[src/verilog/enc_mat_pkg.sv]
/*
 * Shared sizes and data types for the 4x4 matrix-by-vector transform engine.
 * Every RTL module imports this package; vectors, matrices and sums travel
 * between modules as the packed arrays declared here.
 */

package enc_mat_pkg;

    // matrix dimension and vector length
    localparam int N_LANES = 4;

    // coefficient and sample width
    localparam int DATA_W = 8;

    // an 8x8 unsigned product always fits here
    localparam int PROD_W = 16;

    // width of each output sum
    localparam int SUM_W = 16;

    // index width of one row or one column
    localparam int LANE_IDX_W = $clog2(N_LANES);

    // adder width, wide enough for the full sum of four products
    localparam int ACC_W = PROD_W + $clog2(N_LANES);

    typedef logic [DATA_W-1:0] sample_t;
    typedef logic [DATA_W-1:0] coef_t;
    typedef logic [PROD_W-1:0] prod_t;
    typedef logic [SUM_W-1:0]  sum_t;

    // matrix entry index, row * 4 + column
    typedef logic [2*LANE_IDX_W-1:0] coef_addr_t;

    // input vector, element j
    typedef sample_t [N_LANES-1:0] vec_t;

    // coefficient matrix, [row][column]
    typedef coef_t [N_LANES-1:0][N_LANES-1:0] coef_mat_t;

    // products, [row][column]
    typedef prod_t [N_LANES-1:0][N_LANES-1:0] prod_mat_t;

    // one sum and one carry per row
    typedef sum_t [N_LANES-1:0] sum_vec_t;
    typedef logic [N_LANES-1:0] carry_vec_t;

endpackage
[src/verilog/enc_transform_top.sv]
/*
 * Top level of the 4x4 transform engine.
 * The host loads coefficients through coef_we/coef_addr/coef_data, then
 * streams vectors with in_valid; each gives four sums and carries two
 * cycles later on out_valid. No back-pressure, outputs are not held.
 */

`timescale 1ns/1ps

module enc_transform_top
    import enc_mat_pkg::*;
(
    input  logic       clk,
    input  logic       reset,

    // coefficient load port
    input  logic       coef_we,
    input  coef_addr_t coef_addr,
    input  coef_t      coef_data,

    // sample input
    input  logic       in_valid,
    input  vec_t       in_vec,

    // result output
    output logic       out_valid,
    output sum_vec_t   out_sum,
    output carry_vec_t out_carry
);

    coef_mat_t coef_mat;

    coef_bank coef_bank_i (
        .clk       (clk),
        .reset     (reset),
        .coef_we   (coef_we),
        .coef_addr (coef_addr),
        .coef_data (coef_data),
        .coef_mat  (coef_mat)
    );

    // samples see the matrix as it stood before their capture edge
    enc_multiplicator enc_multiplicator_i (
        .clk       (clk),
        .reset     (reset),
        .in_valid  (in_valid),
        .in_vec    (in_vec),
        .coef_mat  (coef_mat),
        .out_valid (out_valid),
        .out_sum   (out_sum),
        .out_carry (out_carry)
    );

endmodule

[src/verilog/enc_multiplicator.sv]
/*
 * Matrix-by-vector datapath: sixteen multipliers feeding four adders.
 * Two register stages, so results appear two cycles after in_valid.
 * Kept as a standalone block so a second transform pass can reuse it.
 */

`timescale 1ns/1ps

module enc_multiplicator
    import enc_mat_pkg::*;
(
    input  logic       clk,
    input  logic       reset,
    input  logic       in_valid,
    input  vec_t       in_vec,
    input  coef_mat_t  coef_mat,
    output logic       out_valid,
    output sum_vec_t   out_sum,
    output carry_vec_t out_carry
);

    // products between the two stages
    logic      prod_valid;
    prod_mat_t prod;

    // stage 1, coef[i][j] * in_vec[j]
    mul_array mul_array_i (
        .clk        (clk),
        .reset      (reset),
        .in_valid   (in_valid),
        .in_vec     (in_vec),
        .coef_mat   (coef_mat),
        .prod_valid (prod_valid),
        .prod       (prod)
    );

    // stage 2, one adder per row
    sum_array sum_array_i (
        .clk        (clk),
        .reset      (reset),
        .prod_valid (prod_valid),
        .prod       (prod),
        .out_valid  (out_valid),
        .out_sum    (out_sum),
        .out_carry  (out_carry)
    );

endmodule

[src/verilog/sum_array.sv]
/*
 * Second pipeline stage of the matrix-vector datapath.
 * Each row's four products are added at full width; the low 16 bits are
 * registered as the sum and any higher bit as the overflow carry.
 * out_valid follows prod_valid by one cycle.
 */

`timescale 1ns/1ps

module sum_array
    import enc_mat_pkg::*;
(
    input  logic       clk,
    input  logic       reset,
    input  logic       prod_valid,
    input  prod_mat_t  prod,
    output logic       out_valid,
    output sum_vec_t   out_sum,
    output carry_vec_t out_carry
);

    logic [ACC_W-1:0] row_acc [N_LANES];

    // full-width row sums cannot overflow at ACC_W
    always_comb begin
        for (int i = 0; i < N_LANES; i++) begin
            row_acc[i] = '0;
            for (int j = 0; j < N_LANES; j++) begin
                row_acc[i] = row_acc[i] + ACC_W'(prod[i][j]);
            end
        end
    end

    // sum keeps the low bits
    // carry flags anything that did not fit
    always_ff @(posedge clk) begin
        for (int i = 0; i < N_LANES; i++) begin
            out_sum[i]   <= row_acc[i][SUM_W-1:0];
            out_carry[i] <= |row_acc[i][ACC_W-1:SUM_W];
        end
    end

    always_ff @(posedge clk) begin
        if (reset) begin
            out_valid <= 1'b0;
        end else begin
            out_valid <= prod_valid;
        end
    end

    // the result presented one cycle after prod_valid must be fully known
    property p_result_known;
        @(posedge clk) disable iff (reset)
            prod_valid |=> !$isunknown({out_sum, out_carry});
    endproperty

    a_result_known: assert property (p_result_known)
        else $error("sum_array: unknown result one cycle after prod_valid");

endmodule

[src/verilog/mul_array.sv]
/*
 * First pipeline stage of the matrix-vector datapath.
 * Sixteen registered multipliers form coef[i][j] * sample[j] every cycle;
 * prod_valid follows in_valid by one cycle.
 */

`timescale 1ns/1ps

module mul_array
    import enc_mat_pkg::*;
(
    input  logic      clk,
    input  logic      reset,
    input  logic      in_valid,
    input  vec_t      in_vec,
    input  coef_mat_t coef_mat,
    output logic      prod_valid,
    output prod_mat_t prod
);

    wire prod_mat_t prod_next;

    // one multiplier per matrix entry, sample j shared down column j
    for (genvar i = 0; i < N_LANES; i++) begin : g_row
        for (genvar j = 0; j < N_LANES; j++) begin : g_col
            assign prod_next[i][j] = PROD_W'(coef_mat[i][j]) * PROD_W'(in_vec[j]);
        end
    end

    // products registered every cycle, only valid qualifies them
    always_ff @(posedge clk) begin
        prod <= prod_next;
    end

    always_ff @(posedge clk) begin
        if (reset) begin
            prod_valid <= 1'b0;
        end else begin
            prod_valid <= in_valid;
        end
    end

    // the adder stage and the output strobe depend on a clean valid;
    // an X here would spread into out_valid downstream
    property p_valid_known;
        @(posedge clk) disable iff (reset)
            !$isunknown(prod_valid);
    endproperty

    a_valid_known: assert property (p_valid_known)
        else $error("mul_array: prod_valid unknown after reset");

endmodule

[src/verilog/coef_bank.sv]
/*
 * Coefficient storage for the transform engine.
 * The host writes one matrix entry per coef_we strobe; the full matrix is
 * presented on coef_mat one cycle later. Reset clears every entry to zero.
 */

`timescale 1ns/1ps

module coef_bank
    import enc_mat_pkg::*;
(
    input  logic       clk,
    input  logic       reset,
    input  logic       coef_we,
    input  coef_addr_t coef_addr,
    input  coef_t      coef_data,
    output coef_mat_t  coef_mat
);

    logic [LANE_IDX_W-1:0] wr_row;
    logic [LANE_IDX_W-1:0] wr_col;

    // address is row in the upper bits, column in the lower bits
    assign wr_row = coef_addr[2*LANE_IDX_W-1:LANE_IDX_W];
    assign wr_col = coef_addr[LANE_IDX_W-1:0];

    // one entry per strobe, the rest hold
    always_ff @(posedge clk) begin
        if (reset) begin
            coef_mat <= '0;
        end else if (coef_we) begin
            coef_mat[wr_row][wr_col] <= coef_data;
        end
    end

    // a write with an unknown address would corrupt an unknown entry
    // and poison every later sample through the datapath
    property p_addr_known;
        @(posedge clk) disable iff (reset)
            coef_we |-> !$isunknown(coef_addr);
    endproperty

    a_addr_known: assert property (p_addr_known)
        else $error("coef_bank: coef_we high with unknown coef_addr");

endmodule

[config.mk]
export PLATFORM = sky130hd
export DESIGN_NAME = enc_transform_top
export DESIGN_NICKNAME = d
export VERILOG_FILES = /design/src/verilog/enc_mat_pkg.sv /design/src/verilog/enc_transform_top.sv /design/src/verilog/enc_multiplicator.sv /design/src/verilog/sum_array.sv /design/src/verilog/mul_array.sv /design/src/verilog/coef_bank.sv
export SDC_FILE = /design/constraint.sdc
export NUM_CORES = 2
export LEC_CHECK = 0
export BUFFER_PORTS_ARGS = -buffer_cell sky130_fd_sc_hd__buf_4
export CORE_AREA = 3 3 330 332
export DETAILED_ROUTE_END_ITERATION = 8
export DIE_AREA = 0 0 333 335
export PLACE_DENSITY = 0.7
export SLEW_MARGIN = 10
export SYNTH_ARGS = -nofsm -noshare
export SYNTH_HDL_FRONTEND = slang
export SYNTH_SLANG_ARGS = --single-unit
[constraint.sdc]
create_clock -name clk -period 9.9 [get_ports clk]
set_clock_uncertainty 0.2 [all_clocks]
set_input_delay 1.98 -clock clk [delete_from_list [all_inputs] [get_ports clk]]
set_output_delay 1.98 -clock clk [all_outputs]
set_load 0.02 [all_outputs]
After elaboration in Yosys (flattened, before gate mapping)
Index checks and enable logic that the tools add are counted.
- muxes and demuxes: 5
- reductions and logical operators: 6
- add/sub/neg operators: 12
- order comparisons: 4
- multiply operators: 16
- operators with widths (operator ; count):
    8-bit by 8-bit multiplier with 16-bit output ; 16
    128-bit bitwise mux ; 1
    17-bit by 16-bit adder with 18-bit output ; 4
    18-bit by 16-bit adder with 18-bit output ; 4
    16-bit by 16-bit adder with 17-bit output ; 4
    32-bit demux with 2-bit select ; 1
    32-bit 2-to-1 mux ; 1
    8-bit demux with 2-bit select ; 1
    8-bit 2-to-1 mux ; 1
    2-bit OR reduction ; 4
    2-bit by 3-bit < comparator with 1-bit output (second input constant) ; 2
    2-bit by 1-bit greater-or-equal comparator with 1-bit output (second input constant) ; 2
    1-bit logical AND ; 2
- input bits: 48
- output and inout bits: 69
- register bits: 454
- logic and storage cells: 82

Logic depth before layout (Yosys ltp)
- word-level depth: 7
- mapped depth: 18
- mapped depth without buffers: 17

By module
From an unflattened synthesis, not the netlist that was laid out.
- cell total of the unflattened synthesis: 5621
- area total of the unflattened synthesis: 52054.9 sq um
- by module, submodules not included (module ; instances ; seq. area each (sq um) ; cells an instance ; area each (sq um)):
    mul_array ; 1 ; 5144.9 ; 4274 ; 39003.7
    sum_array ; 1 ; 1381.3 ; 891 ; 7913.8
    coef_bank ; 1 ; 2562.5 ; 456 ; 5137.4

Worst setup path before layout
OpenSTA, ideal clock, no wires.
- kind: input port to flip-flop
- from: in in_vec[2] (netlist bit)
- to: reg, netlist name enc_multiplicator_i.mul_array_i.prod[143]
- setup time: 0.121 ns
- buffers on the path: 1
- arrival time: 5.816 ns
- stages on the path: 18
- slack: 3.764 ns
- cell sequence: clkbuf_1 -> and2_1 -> fa_1 -> inv_1 -> fa_1 -> inv_1 -> fa_1 -> inv_1 -> fa_1 -> inv_1 -> ha_1 -> o21a_1 -> o31a_1 -> o211ai_2 -> a21oi_1 -> a2111oi_2 -> a21oi_1 -> xnor2_1
- RTL lines (item ; line ; text):
    from (decl) ; enc_transform_top.sv:23 ; input vec_t in_vec,

==> results.txt <==
For the worst setup path, the data required time is 10.25 ns. The post-place setup slack is between 3 and 4 ns. The number of inserted filler cells in the final layout came out at around 10000. Summed over all failing endpoints, the final setup total negative slack is 0 ns. The number of nets in the finished design is around 6600.

The area share of fa/ha/maj cells after synthesis is around 45%. The master of the slowest instance on the critical path is sky130_fd_sc_hd__fa_1. The tool flagged a number of max-cap violations equal to 0. The share of final-layout standard cells stronger than drive strength 1 came out at roughly 5.5%.

Setup slack on the critical path of the routed design comes to 3.982 ns. The highest clock rate is around 0.17 GHz. The setup slack on the worst flop-to-flop path came out at 5.22 ns.

The CTS clock-pin slew for the worst setup and hold paths came out at ~0.06 ns. The post-synthesis net count came out at roughly 6600. The post-CTS setup buffer count came out at 0. The critical path contains buffers and inverters numbering 4 combined.

Of all flip-flops after synthesis, the portion carrying an async set or reset was 0%. Summed over all layers, the global routing overflow is 0. Sequential elements use about 18% of the synthesized area. The first detailed-routing pass took 5 iterations. The initial core utilization is a little under half. The area fraction of the dominant cell type after synthesis is roughly 28%. The area taken by flip-flops and latches came out at 9089 sq um. The worst-case IR drop observed on VDD is about 0.13 mV.

The static power due to leakage came out at between 20 and 30 nW. The critical path goes through buf_4 > nand2_1 > fa_1 > fa_1 > inv_1 > fa_1 > inv_1 > fa_1 > inv_1 > ha_1 > o21a_1 > o31a_1 > o211ai_2 > a21oi_1 > a2111oi_2 > a21oi_1 > xnor2_1. The number of global-route vias before repair is approximately 37000. The fraction of synthesized area in multiplexers is under 10%.

By area, the combinational part of the netlist is dominated by adder cells. The post-detailed-route count of antenna-violating nets is 0. The total track usage is 21.43%.

The insertion delay to the later sink of the worst-skew pair came out at ~0.66 ns. The maximum net fanout on the critical path came out at 32. The number of distinct library cells after synthesis came out at 65. The CTS buffer count is between 50 and 60. Among cell families on the critical path, the largest total delay comes from adder cells. The worst setup path is launched from an input port. The worst setup path is captured at a flop. The worst path uses roughly three fifths of the clock period. Counting I/O delays and the setup requirement, the final critical path takes between 5 and 6 ns. On the worst path, the slowest cell contributes a delay of ~0.54 ns.

After Yosys synthesis, and, or, nand and nor cells account for 17.17% of the synthesized area. The first-pass GRT wire length came out at about 190000 um. The TritonCTS sink count is 454. The floorplan step set the die height to about 340 um. After synthesis, the cell types taking the most area are sky130_fd_sc_hd__fa_1, sky130_fd_sc_hd__dfxtp_1, sky130_fd_sc_hd__ha_1, sky130_fd_sc_hd__and2_1, sky130_fd_sc_hd__inv_1.

Setup repair after global routing left no endpoint under its margin. For this design the ratio of total power to cell area is between 90 and 100 nW/um^2. In the synthesized netlist, the number of instances is 5155. The dominant cell type by area after synthesis is sky130_fd_sc_hd__fa_1. After detailed routing, the number of vias per cell comes to a little over 5. In the final routed layout, each cell accounts on average for 17.29 um. The number of rows in the core area is 120. The class of the tightest hold or removal check is reg2reg. The critical path data arrival time is ~6.3 ns. In the final layout, the multi-input gates occupy around 37000 sq um. The flip-flop and latch count after synthesis came out at 454. The die covers between 100000 and 150000 sq um. At the pin with the least slew margin, the transition time is 0.9826 ns. The synthesized-area fraction occupied by ao, oa, aoi and oai cells is under 10%. The estimated wirelength of the detail-placed design came out at 87730 um. The number of flops mapped to enable cells by yosys is 0. The number of max-slew violations in the final report came to 0. Summing the areas of all xor and xnor instances in the mapped netlist gives under 10% of the synthesized area. The number of endpoints with negative hold slack in the final report was 0. Wires add up to between 100000 and 150000 um.

The most used flip-flop cell after synthesis is sky130_fd_sc_hd__dfxtp_1. In this run, the number of DRC markers left after iteration 0 of detailed routing was around 1800. The worst setup path is of the in2reg kind. The layout overhead on the synthesized area is 8.724%. The post-synthesis average cell area came out at roughly 9.7 sq um. For this run, the number of Yosys warnings is 0. The post-synthesis cell area is 49770 sq um.

The pin count of the biggest net entering global routing came out at between 80 and 90. The clock passes through at most 3 buffers. The number of top-level pins came out at about 120. CTS placed an instance of sky130_fd_sc_hd__clkbuf_16 at the clock tree root. The number of cells upsized or downsized after cts came out at 0. The H-tree depth is 2.

The tightest slew margin relative to the limit came out at 34.50%. The core region is between 100000 and 150000 sq um. Setup violations remaining at the end of the flow were counted as 0. The number of port buffers is approximately 120. The CTS tree is done. The dominant cell type by count on the critical path is sky130_fd_sc_hd__fa_1.

The width of the chip came out at roughly 330 um. After detailed routing, the number of remaining DRC violations is 0. The global placement routability congestion is roughly 0.83. The number of hold buffers added after cts is 0. The run finished with clean final reports. The initial antenna violation count came out at 5. The routed via count is approximately 34000.
layout by cell type, fill, tap and decap left out, types with 65 or more instances in the layout:
cell type / netlist / final
sky130_fd_sc_hd__mux2i_1: 129 / 129
sky130_fd_sc_hd__buf_4: 0 / 118
sky130_fd_sc_hd__ha_1: 644 / 644
sky130_fd_sc_hd__xnor2_1: 191 / 191
sky130_fd_sc_hd__nand2_1: 294 / 294
sky130_fd_sc_hd__dfxtp_1: 454 / 454
sky130_fd_sc_hd__o21a_1: 65 / 65
sky130_fd_sc_hd__and2_1: 829 / 829
sky130_fd_sc_hd__inv_1: 834 / 834
sky130_fd_sc_hd__a21oi_1: 188 / 188
sky130_fd_sc_hd__nor2_1: 265 / 265
sky130_fd_sc_hd__fa_1: 704 / 704
worst paths after layout:
path	from	end	depth (start not counted)
setup / recovery	in_vec[18]	enc_multiplicator_i.mul_array_i.prod[111]	17
hold / removal	enc_multiplicator_i.mul_array_i.prod_valid	enc_multiplicator_i.sum_array_i.out_valid	1
setup reg to reg	coef_bank_i.coef_mat[45]	enc_multiplicator_i.mul_array_i.prod[95]	16
hold reg to reg	enc_multiplicator_i.mul_array_i.prod_valid	enc_multiplicator_i.sum_array_i.out_valid	1
registers in the layout, summed over array words and instances (netlist names):
name and count:
enc_multiplicator_i.sum_array_i.out_sum 64, coef_bank_i.coef_mat 128, enc_multiplicator_i.mul_array_i.prod 256, enc_multiplicator_i.sum_array_i.out_carry 4
enc_multiplicator_i.sum_array_i.out_valid 1, enc_multiplicator_i.mul_array_i.prod_valid 1
where the power goes:
group / internal, mW / switching [mW] / total (mW)
logic: 0.229 / 0.392 / 0.621
registers: 1.90 / 0.0524 / 1.95
clock network: 1.43 / 0.946 / 2.38
stage by stage:
step	hold WS [ns]	cells	instance area (sq um)	total power [mW]	util (%)
2_1_floorplan	0.2138	5155	49770	2.366	-
3_3_place_gp	0.2223	6551	51940	2.608	48.72
3_5_place_dp	0.2314	6551	51940	2.619	48.72
4_1_cts	0.2510	6663	54100	5.028	50.75
5_1_grt	0.2726	6663	54100	5.163	50.75
6_report	0.2501	6667	54110	4.955	50.76
routing by layer:
| metal | vias up | wire [um] | GRT usage, % |
|---|---|---|---|
| met3 | 171 | 5658 | 2.745 |
| met1 | 17300 | 51100 | 28.60 |
| li1 | 16300 | - | - |
| met5 | - | 7 | 0 |
| met4 | 2 | 3163 | 6.154 |
| met2 | 657 | 55370 | 36.55 |
cell usage after synthesis, drive strengths merged (5+ instances only):
| library cell | count |
|---|---|
| o21bai | 7 |
| ha | 644 |
| nand2 | 294 |
| and3 | 23 |
| o31ai | 9 |
| a31oi | 8 |
| o21a | 66 |
| or2 | 11 |
| a41oi | 5 |
| a211oi | 10 |
| a41o | 7 |
| o211ai | 22 |
| nand2b | 25 |
| dfxtp | 454 |
| fa | 704 |
| clkbuf | 124 |
| a2111oi | 16 |
| nor3 | 24 |
| nand3 | 43 |
| inv | 834 |
| xnor2 | 191 |
| a21o | 15 |
| nor2 | 274 |
| xor2 | 18 |
| or3 | 8 |
| mux2i | 129 |
| nor2b | 41 |
| nor4 | 12 |
| o31a | 18 |
| o21ai | 65 |
| a21oi | 188 |
| and2 | 829 |
final cells by class:
class | count | area share [%]
Multi-Input combinational cell | 3742 | 68.53
Sequential cell | 454 | 16.80
Inverter | 834 | 5.785
Tap cell | 1403 | 3.244
Clock buffer | 66 | 2.872
Timing Repair Buffer | 118 | 1.637
Clock inverter | 46 | 1.121
Antenna cell | 4 | 0.01850
kinds of logic (layout without fill, tap and decap cells):
| group | after synthesis | count (layout) |
|---|---|---|
| flip-flops | 454 | 454 |
| AND/OR/NAND/NOR | 1597 | 1597 |
| other | 0 | 4 |
| adder cells (fa/ha/maj) | 1348 | 1348 |
| buffers and inverters | 959 | 1064 |
| multiplexers | 129 | 129 |
| AO/OA/AOI/OAI | 459 | 459 |
| XOR/XNOR | 209 | 209 |
(Power assumes the default switching activity.)
